`config.mk`:
```
export PLATFORM = sky130hd
export DESIGN_NAME = udp_parser_top
export DESIGN_NICKNAME = d
export VERILOG_FILES = /design/src/udp_pkg.sv /design/src/payload_fifo.sv /design/src/checksum_accum.sv /design/src/header_capture.sv /design/src/parse_control.sv /design/src/udp_parser_top.sv
export VERILOG_INCLUDE_DIRS = /design/src
export SDC_FILE = /design/constraint.sdc
export NUM_CORES = 2
export LEC_CHECK = 0
export BUFFER_PORTS_ARGS = -buffer_cell sky130_fd_sc_hd__buf_2
export CAP_MARGIN = 10
export CORE_UTILIZATION = 50
export DETAILED_ROUTE_END_ITERATION = 16
export MAX_ROUTING_LAYER = met4
export PLACE_DENSITY = 0.65
export SETUP_SLACK_MARGIN = 0.2
export SLEW_MARGIN = 20
export SYNTH_ARGS = -nofsm -noshare
export SYNTH_HDL_FRONTEND = slang
export SYNTH_SLANG_ARGS = --single-unit
```
`constraint.sdc`:
```
create_clock -name clock -period 7.3 [get_ports clock]
set_input_delay 0.365 -clock clock [delete_from_list [all_inputs] [get_ports clock]]
set_output_delay 0.365 -clock clock [all_outputs]
set_load 0.01 [all_outputs]
```
`src/udp_defs.svh`:
```
`ifndef UDP_DEFS_SVH
`define UDP_DEFS_SVH

// ethernet ii type for an ipv4 payload.
`define UDP_ETHERTYPE_IPV4 16'h0800

// ipv4 header, no options.
`define UDP_IP_VERSION 4'd4
`define UDP_IP_PROTO_UDP 8'h11

// udp header: ports, length and checksum.
`define UDP_HDR_BYTES 8

// payload buffer, depth is a power of two.
`define UDP_FIFO_DEPTH 128
`define UDP_FIFO_AW 7

`endif

```
`src/udp_pkg.sv`:
```
package udp_pkg;

    // one byte on the stream with its frame markers.
    typedef struct packed {
        logic [7:0] data;
        logic       sof;
        logic       eof;
    } stream_beat_t;

    // header fields in wire order.
    typedef enum logic [4:0] {
        eth_dst,
        eth_src,
        eth_type,
        ip_ver_ihl,
        ip_tos,
        ip_len,
        ip_id,
        ip_flags,
        ip_ttl,
        ip_proto,
        ip_csum,
        ip_src,
        ip_dst,
        udp_src,
        udp_dst,
        udp_len,
        udp_csum
    } field_e;

    typedef struct packed {
        logic        valid;
        logic [15:0] word;
    } csum_word_t;

    typedef struct packed {
        logic [15:0] udp_length;
        logic [15:0] udp_checksum;
        logic        field_done;  // last byte of the current field.
        logic        reject;
    } hdr_result_t;

    typedef enum logic [2:0] {
        st_wait_sof,
        st_header,
        st_payload,
        st_verdict,
        st_drain
    } parse_state_e;

endpackage

```
`src/payload_fifo.sv`:
```
`timescale 1ns/1ps
`include "udp_defs.svh"

module payload_fifo (
    input  logic                  clock,
    input  logic                  reset,
    input  logic                  clear,
    input  logic                  wr_en,
    input  udp_pkg::stream_beat_t wr_beat,
    output logic                  full,
    input  logic                  rd_en,
    output udp_pkg::stream_beat_t rd_beat,
    output logic                  empty
);

    udp_pkg::stream_beat_t   mem [`UDP_FIFO_DEPTH];
    logic [`UDP_FIFO_AW-1:0] wr_ptr;
    logic [`UDP_FIFO_AW-1:0] rd_ptr;
    logic [`UDP_FIFO_AW:0]   count;
    logic                    first_pending;
    logic                    do_wr;
    logic                    do_rd;
    udp_pkg::stream_beat_t   wr_entry;

    assign full    = count[`UDP_FIFO_AW];  // count equals depth.
    assign empty   = count == '0;
    assign do_wr   = wr_en && !full;
    assign do_rd   = rd_en && !empty;
    assign rd_beat = mem[rd_ptr];

    // first beat since the last clear carries sof.
    always_comb begin
        wr_entry     = wr_beat;
        wr_entry.sof = wr_beat.sof || first_pending;
    end

    always_ff @(posedge clock or posedge reset) begin
        if (reset) begin
            wr_ptr        <= '0;
            rd_ptr        <= '0;
            count         <= '0;
            first_pending <= 1'b1;
        end else if (clear) begin
            wr_ptr        <= '0;
            rd_ptr        <= '0;
            count         <= '0;
            first_pending <= 1'b1;
        end else begin
            if (do_wr) begin
                wr_ptr        <= wr_ptr + 1'b1;
                first_pending <= 1'b0;
            end
            if (do_rd) begin
                rd_ptr <= rd_ptr + 1'b1;
            end
            case ({do_wr, do_rd})
                2'b10: count <= count + 1'b1;
                2'b01: count <= count - 1'b1;
                default: count <= count;
            endcase
        end
    end

    always_ff @(posedge clock) begin
        if (do_wr && !clear) begin
            mem[wr_ptr] <= wr_entry;
        end
    end

endmodule

```
`src/checksum_accum.sv`:
```
`timescale 1ns/1ps

module checksum_accum (
    input  logic                 clock,
    input  logic                 reset,
    input  udp_pkg::csum_word_t  csum_word,
    input  logic                 pay_take,
    input  logic [7:0]           pay_byte,
    input  logic                 pay_last,
    input  logic                 finish,
    input  udp_pkg::hdr_result_t hdr,
    output logic                 csum_ready,
    output logic                 csum_match
);

    logic [31:0] sum;
    logic [7:0]  hi_byte;
    logic        hi_pending;
    logic [15:0] pay_word;
    logic        pay_word_valid;
    logic [31:0] hdr_add;
    logic [31:0] pay_add;
    logic        restart;

    // verdict taken or header rejected, so the next frame starts from zero.
    assign restart = (finish && csum_ready) || hdr.reject;

    always_comb begin
        pay_word       = {hi_byte, pay_byte};
        pay_word_valid = 1'b0;
        if (pay_take) begin
            if (hi_pending) begin
                pay_word_valid = 1'b1;
            end else if (pay_last) begin
                pay_word       = {pay_byte, 8'h00};  // odd length, zero low byte.
                pay_word_valid = 1'b1;
            end
        end
    end

    assign hdr_add = csum_word.valid ? {16'h0000, csum_word.word} : 32'h0;
    assign pay_add = pay_word_valid ? {16'h0000, pay_word} : 32'h0;

    assign csum_ready = finish && (sum[31:16] == 16'h0000);
    assign csum_match = csum_ready && (~sum[15:0] == hdr.udp_checksum);

    always_ff @(posedge clock or posedge reset) begin
        if (reset) begin
            sum        <= '0;
            hi_pending <= 1'b0;
        end else if (restart) begin
            sum        <= '0;
            hi_pending <= 1'b0;
        end else if (finish) begin
            sum <= {16'h0000, sum[31:16]} + {16'h0000, sum[15:0]};  // end-around carry.
        end else begin
            sum <= sum + hdr_add + pay_add;
            if (pay_take) begin
                hi_pending <= !hi_pending && !pay_last;
            end
        end
    end

    always_ff @(posedge clock) begin
        if (pay_take && !hi_pending) begin
            hi_byte <= pay_byte;
        end
    end

endmodule

```
`src/header_capture.sv`:
```
`timescale 1ns/1ps
`include "udp_defs.svh"

module header_capture (
    input  logic                 clock,
    input  logic                 reset,
    input  udp_pkg::field_e      field,
    input  logic                 byte_take,
    input  logic [7:0]           byte_in,
    output udp_pkg::hdr_result_t hdr,
    output udp_pkg::csum_word_t  csum_word
);

    logic [2:0]          byte_cnt;
    logic [15:0]         value;
    logic [15:0]         assembled;
    logic [15:0]         udp_length;
    logic [15:0]         udp_checksum;
    logic                last;
    logic                bad;
    udp_pkg::csum_word_t word_next;

    function automatic logic [2:0] field_bytes(input udp_pkg::field_e f);
        case (f)
            udp_pkg::eth_dst, udp_pkg::eth_src: field_bytes = 3'd6;
            udp_pkg::ip_src, udp_pkg::ip_dst: field_bytes = 3'd4;
            udp_pkg::ip_ver_ihl, udp_pkg::ip_tos: field_bytes = 3'd1;
            udp_pkg::ip_ttl, udp_pkg::ip_proto: field_bytes = 3'd1;
            default: field_bytes = 3'd2;
        endcase
    endfunction

    assign assembled = {value[7:0], byte_in};  // big endian with the newest byte lowest.
    assign last = byte_take && (byte_cnt == field_bytes(field) - 3'd1);

    always_comb begin
        case (field)
            udp_pkg::eth_type: bad = assembled[15:0] != `UDP_ETHERTYPE_IPV4;
            udp_pkg::ip_ver_ihl: bad = byte_in[7:4] != `UDP_IP_VERSION;
            udp_pkg::ip_ttl: bad = byte_in == 8'h00;
            udp_pkg::ip_proto: bad = byte_in != `UDP_IP_PROTO_UDP;
            // payload must be non-empty and fit the buffer.
            udp_pkg::udp_len: bad = (assembled[15:0] <= 16'(`UDP_HDR_BYTES)) ||
                (assembled[15:0] > 16'(`UDP_HDR_BYTES + `UDP_FIFO_DEPTH));
            default: bad = 1'b0;
        endcase
    end

    always_comb begin
        hdr.udp_length   = udp_length;
        hdr.udp_checksum = udp_checksum;
        hdr.field_done   = last;
        hdr.reject       = last && bad;
    end

    // pseudo-header and udp header words without the checksum field.
    always_comb begin
        word_next = '0;
        if (byte_take) begin
            case (field)
                udp_pkg::ip_src, udp_pkg::ip_dst: begin
                    word_next.valid = byte_cnt[0];
                    word_next.word  = assembled[15:0];
                end
                udp_pkg::udp_src, udp_pkg::udp_dst, udp_pkg::udp_len: begin
                    word_next.valid = last && !bad;
                    word_next.word  = assembled[15:0];
                end
                udp_pkg::ip_proto: begin
                    word_next.valid = last && !bad;
                    word_next.word  = {8'h00, byte_in};
                end
                udp_pkg::udp_csum: begin
                    word_next.valid = byte_cnt == 3'd0;  // length again for the pseudo-header.
                    word_next.word  = udp_length;
                end
                default: word_next = '0;
            endcase
        end
    end

    always_ff @(posedge clock or posedge reset) begin
        if (reset) begin
            byte_cnt  <= '0;
            csum_word <= '0;
        end else begin
            csum_word <= word_next;
            if (byte_take) begin
                byte_cnt <= last ? 3'd0 : byte_cnt + 3'd1;
            end
        end
    end

    always_ff @(posedge clock) begin
        if (byte_take) begin
            value <= assembled;
        end
        if (last && field == udp_pkg::udp_len) begin
            udp_length <= assembled[15:0];
        end
        if (last && field == udp_pkg::udp_csum) begin
            udp_checksum <= assembled[15:0];
        end
    end

endmodule

```
`src/parse_control.sv`:
```
`timescale 1ns/1ps
`include "udp_defs.svh"

module parse_control (
    input  logic                  clock,
    input  logic                  reset,
    input  udp_pkg::stream_beat_t in_beat,
    input  logic                  in_empty,
    output logic                  in_rd_en,
    output udp_pkg::field_e       field,
    output logic                  byte_take,
    input  udp_pkg::hdr_result_t  hdr,
    output logic                  pay_take,
    output logic                  pay_last,
    output logic                  finish,
    input  logic                  csum_ready,
    input  logic                  csum_match,
    output logic                  fifo_wr_en,
    input  logic                  fifo_full,
    input  logic                  fifo_empty,
    input  logic                  fifo_head_eof,
    output logic                  fifo_rd_en,
    output logic                  fifo_clear,
    input  logic                  out_full,
    output logic                  out_wr_en
);

    udp_pkg::parse_state_e state;
    udp_pkg::parse_state_e state_next;
    udp_pkg::field_e       field_next;
    logic [15:0]           remaining;
    logic [15:0]           remaining_next;

    always_ff @(posedge clock or posedge reset) begin
        if (reset) begin
            state     <= udp_pkg::st_wait_sof;
            field     <= udp_pkg::eth_dst;
            remaining <= '0;
        end else begin
            state     <= state_next;
            field     <= field_next;
            remaining <= remaining_next;
        end
    end

    always_comb begin
        state_next     = state;
        field_next     = field;
        remaining_next = remaining;
        in_rd_en       = 1'b0;
        byte_take      = 1'b0;
        pay_take       = 1'b0;
        pay_last       = 1'b0;
        finish         = 1'b0;
        fifo_wr_en     = 1'b0;
        fifo_rd_en     = 1'b0;
        fifo_clear     = 1'b0;
        out_wr_en      = 1'b0;
        case (state)
            udp_pkg::st_wait_sof: begin
                if (!in_empty) begin
                    if (in_beat.sof) begin
                        state_next = udp_pkg::st_header;  // sof byte is the first header byte.
                        field_next = udp_pkg::eth_dst;
                    end else begin
                        in_rd_en = 1'b1;  // discard.
                    end
                end
            end
            udp_pkg::st_header: begin
                byte_take = !in_empty;
                in_rd_en  = !in_empty;
                if (hdr.field_done) begin
                    if (hdr.reject) begin
                        fifo_clear = 1'b1;
                        state_next = udp_pkg::st_wait_sof;
                    end else if (field == udp_pkg::udp_csum) begin
                        remaining_next = hdr.udp_length - 16'(`UDP_HDR_BYTES);
                        state_next     = udp_pkg::st_payload;
                    end else begin
                        field_next = udp_pkg::field_e'(field + 5'd1);
                    end
                end
            end
            udp_pkg::st_payload: begin
                pay_take   = !in_empty && !fifo_full;
                pay_last   = pay_take && (remaining == 16'd1);
                in_rd_en   = pay_take;
                fifo_wr_en = pay_take;
                if (pay_take) begin
                    remaining_next = remaining - 16'd1;
                    if (pay_last) begin
                        state_next = udp_pkg::st_verdict;
                    end
                end
            end
            udp_pkg::st_verdict: begin
                finish = 1'b1;  // held until the sum is folded.
                if (csum_ready) begin
                    if (csum_match) begin
                        state_next = udp_pkg::st_drain;
                    end else begin
                        fifo_clear = 1'b1;
                        state_next = udp_pkg::st_wait_sof;
                    end
                end
            end
            udp_pkg::st_drain: begin
                out_wr_en  = !fifo_empty && !out_full;
                fifo_rd_en = out_wr_en;
                if (out_wr_en && fifo_head_eof) begin
                    fifo_clear = 1'b1;
                    state_next = udp_pkg::st_wait_sof;
                end
            end
            default: state_next = udp_pkg::st_wait_sof;
        endcase
    end

endmodule

```
`src/udp_parser_top.sv`:
```
`timescale 1ns/1ps

module udp_parser_top (
    input  logic                  clock,
    input  logic                  reset,
    input  udp_pkg::stream_beat_t in_beat,
    input  logic                  in_empty,
    output logic                  in_rd_en,
    output udp_pkg::stream_beat_t out_beat,
    output logic                  out_wr_en,
    output logic                  out_empty,
    input  logic                  out_full
);

    udp_pkg::field_e       field;
    udp_pkg::hdr_result_t  hdr;
    udp_pkg::csum_word_t   csum_word;
    udp_pkg::stream_beat_t fifo_wr_beat;
    logic                  byte_take;
    logic                  pay_take;
    logic                  pay_last;
    logic                  finish;
    logic                  csum_ready;
    logic                  csum_match;
    logic                  fifo_wr_en;
    logic                  fifo_full;
    logic                  fifo_empty;
    logic                  fifo_rd_en;
    logic                  fifo_clear;

    assign fifo_wr_beat = '{data: in_beat.data, sof: 1'b0, eof: pay_last};
    assign out_empty    = fifo_empty;

    parse_control parse_control_inst (
        .clock(clock),
        .reset(reset),
        .in_beat(in_beat),
        .in_empty(in_empty),
        .in_rd_en(in_rd_en),
        .field(field),
        .byte_take(byte_take),
        .hdr(hdr),
        .pay_take(pay_take),
        .pay_last(pay_last),
        .finish(finish),
        .csum_ready(csum_ready),
        .csum_match(csum_match),
        .fifo_wr_en(fifo_wr_en),
        .fifo_full(fifo_full),
        .fifo_empty(fifo_empty),
        .fifo_head_eof(out_beat.eof),
        .fifo_rd_en(fifo_rd_en),
        .fifo_clear(fifo_clear),
        .out_full(out_full),
        .out_wr_en(out_wr_en)
    );

    header_capture header_capture_inst (
        .clock(clock),
        .reset(reset),
        .field(field),
        .byte_take(byte_take),
        .byte_in(in_beat.data),
        .hdr(hdr),
        .csum_word(csum_word)
    );

    checksum_accum checksum_accum_inst (
        .clock(clock),
        .reset(reset),
        .csum_word(csum_word),
        .pay_take(pay_take),
        .pay_byte(in_beat.data),
        .pay_last(pay_last),
        .finish(finish),
        .hdr(hdr),
        .csum_ready(csum_ready),
        .csum_match(csum_match)
    );

    payload_fifo payload_fifo_inst (
        .clock(clock),
        .reset(reset),
        .clear(fifo_clear),
        .wr_en(fifo_wr_en),
        .wr_beat(fifo_wr_beat),
        .full(fifo_full),
        .rd_en(fifo_rd_en),
        .rd_beat(out_beat),
        .empty(fifo_empty)
    );

endmodule

```
---- Word-level counts from Yosys, hierarchy flattened ----
Memories as Yosys holds them, arrays and structs flattened.
Cells that the tools add are included.
word-level totals
  register bits after elaboration ......... 148
  latch bits .............................. 0
  memory bits (writable) .................. 1280
  ROM bits ................................ 48
  input port bits ......................... 14
  output and inout port bits .............. 13
  logic and storage cells ................. 175
  memories ................................ 2
operators by class
  $add $sub $neg .......................... 12
  multipliers ............................. 0
  divide/modulo/power cells ............... 0
  magnitude comparators ................... 2
  equality and inequality tests ........... 34
  shift-type cells ........................ 0
  multiplexer cells ....................... 64
  bitwise gates (word level) .............. 1
  reductions and logical operators ........ 44
memory list
  memory                 words  bits a word  rd ports  clocked after memory_dff  write ports  line                  text
  payload_fifo_inst.mem  128    10           1         0                         1            payload_fifo.sv:16    udp_pkg::stream_beat_t mem [`UDP_FIFO_DEPTH];
  (no name shown)        16     3            1         0                         0            header_capture.sv:24  case (f)
operators by type and width
  operator               number
  $mux 16                9
  $pmux 17 s4            1
  $add 32x32->32         2
  $mux 32                2
  $mux 3                 12
  $eq 5x4->1 const B     7
  $pmux 16 s2            1
  $mux 7                 4
  $mux 5                 5
  $mux 1                 22
  $add 16x16->17         1
  $logic_and 1x1->1      17
  $mux 17                1
  $eq 16x1->1 const B    1
  $eq 16x16->1           1
  $gt 16x8->1 const B    1
  $le 16x4->1 const B    1
  $logic_not 16->1       1
  $logic_not 8->1        2
  $ne 16x12->1 const B   1
  $not 16->16            1
  $pmux 8 s2             1
  $sub 16x1->16 const B  1
  $sub 16x4->16 const B  1
  other kinds (35)       61

---- Longest topological paths before layout ----
An unclocked memory read counts as a cell.
  word-level depth ........................ 13
  gate-level depth with buffers ........... 20
  depth with buffers taken out ............ 18

---- By module ----
Synthesis repeated with hierarchy kept, for this count alone.
second synthesis, totals
  cells, all modules ...................... 3269
  area, all modules ....................... 59354.4 um^2
modules (own cells, without submodules)
  module          times used  cells each  area each (um^2)  sequential area each (um^2)
  payload_fifo    1           2390        50863.8           39013.7
  checksum_accum  1           463         4124.0            1066.0
  header_capture  1           174         2496.1            1701.6
  parse_control   1           241         1866.8            600.6
  udp_parser_top  1           1           3.8               0.0

---- Worst setup path after synthesis ----
No wires, ideal clock.
  path type ............................... reg2reg
  start point ............................. reg parse_control_inst.remaining[6]
  end point ............................... mem payload_fifo_inst.mem[0][0] (netlist name), data pin
  library setup time ...................... 0.798 ns
  arrival time ............................ 4.454 ns
  data required time ...................... 6.502 ns
  path slack .............................. 2.049 ns
  stages on the path, launching flop included .. 5
  path buffers ............................ 0
  clock period less this slack ............ 5.251 ns
  cells stage by stage .................... dfrtp_1 > or4_1 > nor3_1 > nand4_1 > nor2_1
between the ends
  word-level cells in the longest chain between the ends .. 3
ends and longest elaborated chain
  what                              line                 text
  from (decl)                       parse_control.sv:31  logic [15:0] remaining;
  from (signal assigned)            parse_control.sv:42  remaining <= remaining_next;
  $eq 16x1->1                       parse_control.sv:87  pay_last = pay_take && (remaining == 16'd1);
  $logic_and 1x1->1                 parse_control.sv:87
  $mux 1                            parse_control.sv:59  case (state)
  net checksum_accum_inst.pay_last  checksum_accum.sv:9  input logic pay_last,
  to (decl)                         payload_fifo.sv:16
The timed path passes the listed nets, and every way through them passes these cells.

---- Final worst setup path ----
  start point ............................. reg parse_control_inst.state[2]
  end point ............................... reg checksum_accum_inst.sum[23]
between the ends
  word-level cells in the longest chain between the ends .. 9
  elaborated cells on any way between the ends .. 22
  those cells by class .................... add/sub (1); eq/ne (3); mux (13); reduce/logical (5)
ends and longest elaborated chain
  what                               line                  text
  from (decl)                        parse_control.sv:28   udp_pkg::parse_state_e state;
  from (signal assigned)             parse_control.sv:36   state <= udp_pkg::st_wait_sof;
  from (signal assigned)             parse_control.sv:40   state <= state_next;
  $eq 3x2->1                         parse_control.sv:59
  $mux 1                             parse_control.sv:59
  $mux 16 or $mux 1 (tied branches)  checksum_accum.sv:34  end else if (pay_last) begin
  $mux 16 or $mux 1 (tied branches)  checksum_accum.sv:32  if (hi_pending) begin
  $mux 16 or $mux 1 (tied branches)  checksum_accum.sv:31  if (pay_take) begin
  $mux 16                            checksum_accum.sv:42  assign pay_add = pay_word_valid ? {16'h0000, pay_word} : 32'h0;
  $add 32x32->32                     checksum_accum.sv:57  sum <= sum + hdr_add + pay_add;
  $mux 32                            checksum_accum.sv:54  end else if (finish) begin
  $mux 32 (*)                        checksum_accum.sv:51  end else if (restart) begin
  to (signal assigned)               checksum_accum.sv:55  sum <= {16'h0000, sum[31:16]} + {16'h0000, sum[15:0]};
  to (signal assigned)               checksum_accum.sv:57
  to (decl)                          checksum_accum.sv:16  logic [31:0] sum;
Every way passes the cells marked *; elsewhere a longest branch is shown, timed or not.
A chain may end at the register's enable or synchronous reset.

==> run_summary.xml <==
<?xml version="1.0" encoding="UTF-8"?>
<metrics>
  <group name="setup_path">
    <metric name="crit_type" unit="">reg2reg</metric>
    <metric name="ff2ff_path_depth" unit="">18</metric>
    <metric name="cp-end-kind" unit="">flip-flop</metric>
    <metric name="cp_data_required_time" unit="ns">7.93</metric>
    <metric name="ff2ff_setup_slack" unit="ns">1.56</metric>
    <metric name="timing.critical_path.arrival" unit="ns">6.37</metric>
    <metric name="worstReg2RegEnd" unit="">checksum_accum_inst.sum[23]$_DFF_PP0_</metric>
    <metric name="critical_path.reg2reg.startpoint" unit="">parse_control_inst.state[2]$_DFFE_PP0P_</metric>
    <metric name="start_kind" unit="">flip-flop</metric>
    <metric name="worst-path-max-fanout" unit="">22</metric>
  </group>
  <group name="timing">
    <metric name="timing_worst_slew_pin_value" unit="ns">1.14</metric>
    <metric name="final-max-slew-violation-count" unit="">0</metric>
    <metric name="relSlewSlack" unit="%">24.2</metric>
    <metric name="fmax" unit="MHz">174</metric>
    <metric name="final.setup_skew" unit="ns">0.0310</metric>
    <metric name="hold_viol_final" unit="">0</metric>
    <metric name="setup_viol_count_final" unit="">0</metric>
    <metric name="setup-tns-final" unit="ns">0</metric>
    <metric name="final.setup.worst_slack" unit="ns">1.56</metric>
    <metric name="unrepaired_setup_endpoints_after_global_routing" unit="">false</metric>
    <metric name="fin_crit" unit="ns">5.74</metric>
    <metric name="timing.final.crit_share" unit="%">78.7</metric>
  </group>
  <group name="yosys">
    <metric name="synth_warnings" unit="">0</metric>
    <metric name="ys.flop_type" unit="">sky130_fd_sc_hd__edfxtp_1</metric>
    <metric name="edff_count_synth" unit="">1328</metric>
    <metric name="synth_fp_nets" unit="">3167</metric>
    <metric name="yosys_register_bits" unit="">1428</metric>
    <metric name="proportion_of_synthesized_chip_area_in_sequential_cells" unit="%">72.2</metric>
    <metric name="postSynthAreaPerCell" unit="µm²">19.0</metric>
    <metric name="syn_area" unit="µm²">58700</metric>
    <metric name="yosys.cell_types.count" unit="">78</metric>
    <metric name="ys_async_sr_fraction" unit="%">7.00</metric>
    <metric name="postSynthCellCount" unit="">3082</metric>
  </group>
  <group name="clocking">
    <metric name="tritoncts" unit="">done</metric>
    <metric name="cts-root-to-sink-buffers" unit="">3</metric>
    <metric name="post_cts.resized_instances" unit="">0</metric>
    <metric name="clk-insertion-delay-late" unit="ns">0.76</metric>
    <metric name="clk_transition_reported_paths" unit="ns">0.06</metric>
    <metric name="cts-buffers-inserted" unit="">145</metric>
    <metric name="htree_levels" unit="">4</metric>
    <metric name="clock_sink_count" unit="">1428</metric>
    <metric name="clock-root-buffer" unit="">sky130_fd_sc_hd__clkbuf_16</metric>
  </group>
  <group name="route">
    <metric name="detail_route.wl_per_cell" unit="µm">28.3</metric>
    <metric name="detailroute.via_count" unit="">29739</metric>
    <metric name="drt_first_pass_iters" unit="">5</metric>
    <metric name="detail_route.iter0.violations" unit="">3154</metric>
    <metric name="remaining_antenna_violation_count" unit="">0</metric>
    <metric name="final_routed_drc_violation_total" unit="">0</metric>
    <metric name="route.final.wire_length" unit="mm">136</metric>
    <metric name="vias_per_cell" unit="">6.20</metric>
  </group>
  <group name="worst_hold_path">
    <metric name="hold_path_depth" unit="">4</metric>
    <metric name="timing.hold.worst_endpoint" unit="">parse_control_inst.state[0]$_DFFE_PP0P_</metric>
    <metric name="worst_hold_class" unit="">in2reg</metric>
    <metric name="start_point_of_the_worst_hold_path" unit="">in_beat[1]</metric>
  </group>
  <group name="grt">
    <metric name="grtUsageTotal" unit="%">24.1</metric>
    <metric name="largest_net_degree_at_the_start_of_global_routing" unit="">113</metric>
    <metric name="first_pass_grt_wire_length" unit="mm">200</metric>
    <metric name="initial_antenna_violation_count" unit="">5</metric>
    <metric name="grt_overflow" unit="">0</metric>
    <metric name="via_count_of_the_first_global_routing_pass" unit="">30136</metric>
  </group>
  <group name="status">
    <metric name="status" unit="">complete, no violations</metric>
  </group>
  <group name="layout">
    <metric name="nets" unit="">3237</metric>
    <metric name="number_of_inserted_filler_cells_in_the_final_layout" unit="">8669</metric>
    <metric name="most-common-layout-cells" unit="">1328 x sky130_fd_sc_hd__edfxtp_1, 402 x sky130_fd_sc_hd__mux4_2, 246 x sky130_fd_sc_hd__nor2_1</metric>
    <metric name="drive_above_1_share" unit="%">22.0</metric>
    <metric name="final_cell_area" unit="µm²">65300</metric>
    <metric name="areaGrowthSynthToFinish" unit="%">11.2</metric>
    <metric name="mostFrequentLayoutCell" unit="">sky130_fd_sc_hd__edfxtp_1</metric>
  </group>
  <group name="floorplanning">
    <metric name="design.core.area" unit="µm²">116000</metric>
    <metric name="die_x" unit="µm">345</metric>
    <metric name="die_area" unit="µm²">119000</metric>
    <metric name="die_y" unit="µm">345</metric>
    <metric name="floorplan.initialDensity" unit="%">50.4</metric>
    <metric name="number_of_cell_rows" unit="">125</metric>
    <metric name="ios" unit="">27</metric>
  </group>
  <group name="placed_design">
    <metric name="dp_worst_setup_slack" unit="ns">1.67</metric>
    <metric name="place_hpwl" unit="mm">83.3</metric>
    <metric name="port_buffers" unit="">25</metric>
    <metric name="place.gp.congestion" unit="">0.850</metric>
    <metric name="placement.cell_area" unit="µm²">60600</metric>
  </group>
  <group name="power">
    <metric name="peakVddDrop" unit="mV">0.243</metric>
    <metric name="power.density" unit="nW/µm²">323</metric>
    <metric name="leakage" unit="nW">20.5</metric>
  </group>
  <group name="run">
    <metric name="max-cap-violations" unit="">0</metric>
  </group>
</metrics>
[layout make-up]
type                    count  area (µm²)  share of cell area (%)
repair buffers             73         591                   0.905
clock buffers             182        3870                    5.93
clock inverters            83         724                    1.11
multi-input cells        1419       15500                    23.7
well taps                1524        1910                    2.92
diodes                      1        2.50                 0.00383
inverters                  85         324                   0.496
flip-flops and latches   1428       42400                    64.9
[metrics by stage]
step / cells / hold WS, ns / util, % / power (mW)
final: 4795 / 0.0655 / 56.1 / 21.1
after global routing: 4794 / 0.0814 / 56.1 / 21.8
after CTS: 4794 / 0.0220 / 56.1 / 21.3
after detailed placement: 4525 / 0.442 / 52.1 / 14.2
after global placement: 4525 / 0.430 / 52.1 / 14.1
after floorplan: 3082 / 0.461 / - / 12.7
[worst max-delay path by stage]
| stage | startpoint | depth (start not counted) | end |
|---|---|---|---|
| 2_1_floorplan | parse_control_inst.remaining[6]$_DFFE_PP0P_ | 4 | payload_fifo_inst.mem[0][0]$_DFFE_PP_ |
| 3_3_place_gp | parse_control_inst.state[2]$_DFFE_PP0P_ | 18 | checksum_accum_inst.sum[21]$_DFF_PP0_ |
| 3_5_place_dp | parse_control_inst.state[2]$_DFFE_PP0P_ | 18 | checksum_accum_inst.sum[23]$_DFF_PP0_ |
| 4_1_cts | parse_control_inst.state[2]$_DFFE_PP0P_ | 18 | checksum_accum_inst.sum[23]$_DFF_PP0_ |
| 5_1_grt | parse_control_inst.state[2]$_DFFE_PP0P_ | 18 | checksum_accum_inst.sum[23]$_DFF_PP0_ |
| 6_report | parse_control_inst.state[2]$_DFFE_PP0P_ | 18 | checksum_accum_inst.sum[23]$_DFF_PP0_ |
[synthesized netlist by cell type (5+ instances only)]
library cell               count  area [µm²]
sky130_fd_sc_hd__ha_1         52         651
sky130_fd_sc_hd__xor2_1       19         166
sky130_fd_sc_hd__dfrtp_1      99        2480
sky130_fd_sc_hd__xnor2_1      61         534
sky130_fd_sc_hd__and3_1       13        81.3
sky130_fd_sc_hd__o22a_1        5        43.8
sky130_fd_sc_hd__clkbuf_1     86         323
sky130_fd_sc_hd__and2_1        7        43.8
sky130_fd_sc_hd__o21ai_0      59         295
sky130_fd_sc_hd__a21oi_1      74         370
sky130_fd_sc_hd__buf_2        22         110
sky130_fd_sc_hd__or3_1        16         100
sky130_fd_sc_hd__mux4_2      402        9050
sky130_fd_sc_hd__a311oi_1      5        43.8
sky130_fd_sc_hd__a22oi_1      21         158
sky130_fd_sc_hd__a211o_1       5        43.8
sky130_fd_sc_hd__o22ai_1       6        37.5
sky130_fd_sc_hd__buf_1        39         146
sky130_fd_sc_hd__o21a_1        5        37.5
sky130_fd_sc_hd__edfxtp_1   1328       39900
sky130_fd_sc_hd__fa_1         19         380
sky130_fd_sc_hd__o31ai_1      12        90.1
sky130_fd_sc_hd__a31oi_1       8        50.1
sky130_fd_sc_hd__nor2b_1      16         100
sky130_fd_sc_hd__a211oi_1     12        90.1
sky130_fd_sc_hd__nor2_1      252         946
sky130_fd_sc_hd__mux2i_1      21         210
sky130_fd_sc_hd__mux2_2        9         101
sky130_fd_sc_hd__nand2_1     134         503
sky130_fd_sc_hd__a32oi_1       5        43.8
sky130_fd_sc_hd__a21o_1       10        75.1
sky130_fd_sc_hd__nand3_1      36         180
sky130_fd_sc_hd__or4_1        13        97.6
sky130_fd_sc_hd__nand4_1       7        43.8
sky130_fd_sc_hd__nand2b_1      6        37.5
sky130_fd_sc_hd__nor4_1       17         106
sky130_fd_sc_hd__inv_1        83         312
sky130_fd_sc_hd__nor3_1       30         150
[state kept, by name, indices dropped and copies added, names as in the netlist]
signal / flops
payload_fifo_inst.mem: 1280
checksum_accum_inst.sum: 32
header_capture_inst.csum_word: 17
header_capture_inst.udp_checksum: 16
header_capture_inst.udp_length: 16
parse_control_inst.remaining: 16
checksum_accum_inst.hi_byte: 8
header_capture_inst.value: 8
payload_fifo_inst.count: 8
payload_fifo_inst.rd_ptr: 7
payload_fifo_inst.wr_ptr: 7
parse_control_inst.field: 5
header_capture_inst.byte_cnt: 3
parse_control_inst.state: 3
checksum_accum_inst.hi_pending: 1
payload_fifo_inst.first_pending: 1
[layer usage]
layer	part of all wire, %	track usage, %
met2	50	38.1
met1	41	33.3
met3	7.2	3.83
met4	1.8	5.61
met5	0	-
[where the power goes]
group / switching, mW / internal, mW / leakage (nW)
clock network: 3.13 / 4.02 / 2.24
registers: 0.324 / 9.18 / 13.0
logic: 2.38 / 2.08 / 5.32
total: 5.83 / 15.3 / 20.5
[critical path, cell delays in order (launching register included)]
cell	delay (ns)
sky130_fd_sc_hd__dfrtp_1	0.47
sky130_fd_sc_hd__nor2_1	0.22
sky130_fd_sc_hd__nand2_1	0.52
sky130_fd_sc_hd__nor3_2	0.31
sky130_fd_sc_hd__buf_4	0.23
sky130_fd_sc_hd__and2_1	0.33
sky130_fd_sc_hd__nand2_1	0.12
sky130_fd_sc_hd__fa_1	0.49
sky130_fd_sc_hd__inv_1	0.05
sky130_fd_sc_hd__ha_1	0.22
sky130_fd_sc_hd__fa_1	0.48
sky130_fd_sc_hd__a211oi_1	0.30
sky130_fd_sc_hd__o21ai_0	0.24
sky130_fd_sc_hd__a311oi_1	0.46
sky130_fd_sc_hd__nor3_1	0.11
sky130_fd_sc_hd__o22ai_1	0.66
sky130_fd_sc_hd__nor2_1	0.12
sky130_fd_sc_hd__xnor2_1	0.19
sky130_fd_sc_hd__nor2_1	0.06
[logic make-up after synthesis]
| group | count (synthesis) | synth area share [%] |
|---|---|---|
| DFF | 1428 | 72.2 |
| and+or+nand+nor | 569 | 4.37 |
| muxes | 432 | 16.0 |
| AOI/OAI and AO/OA | 267 | 2.96 |
| buffers and inverters | 235 | 1.57 |
| xor gates and xnor gates | 80 | 1.19 |
| adders and majority gates | 71 | 1.76 |
[repair_timing]
action / in CTS / in global routing
hold buffers: 4 / 0
buffers inserted: 0 / 0
hold endpoints to repair: 43 / 0
No activity file was read; power rests on OpenSTA's default activity.
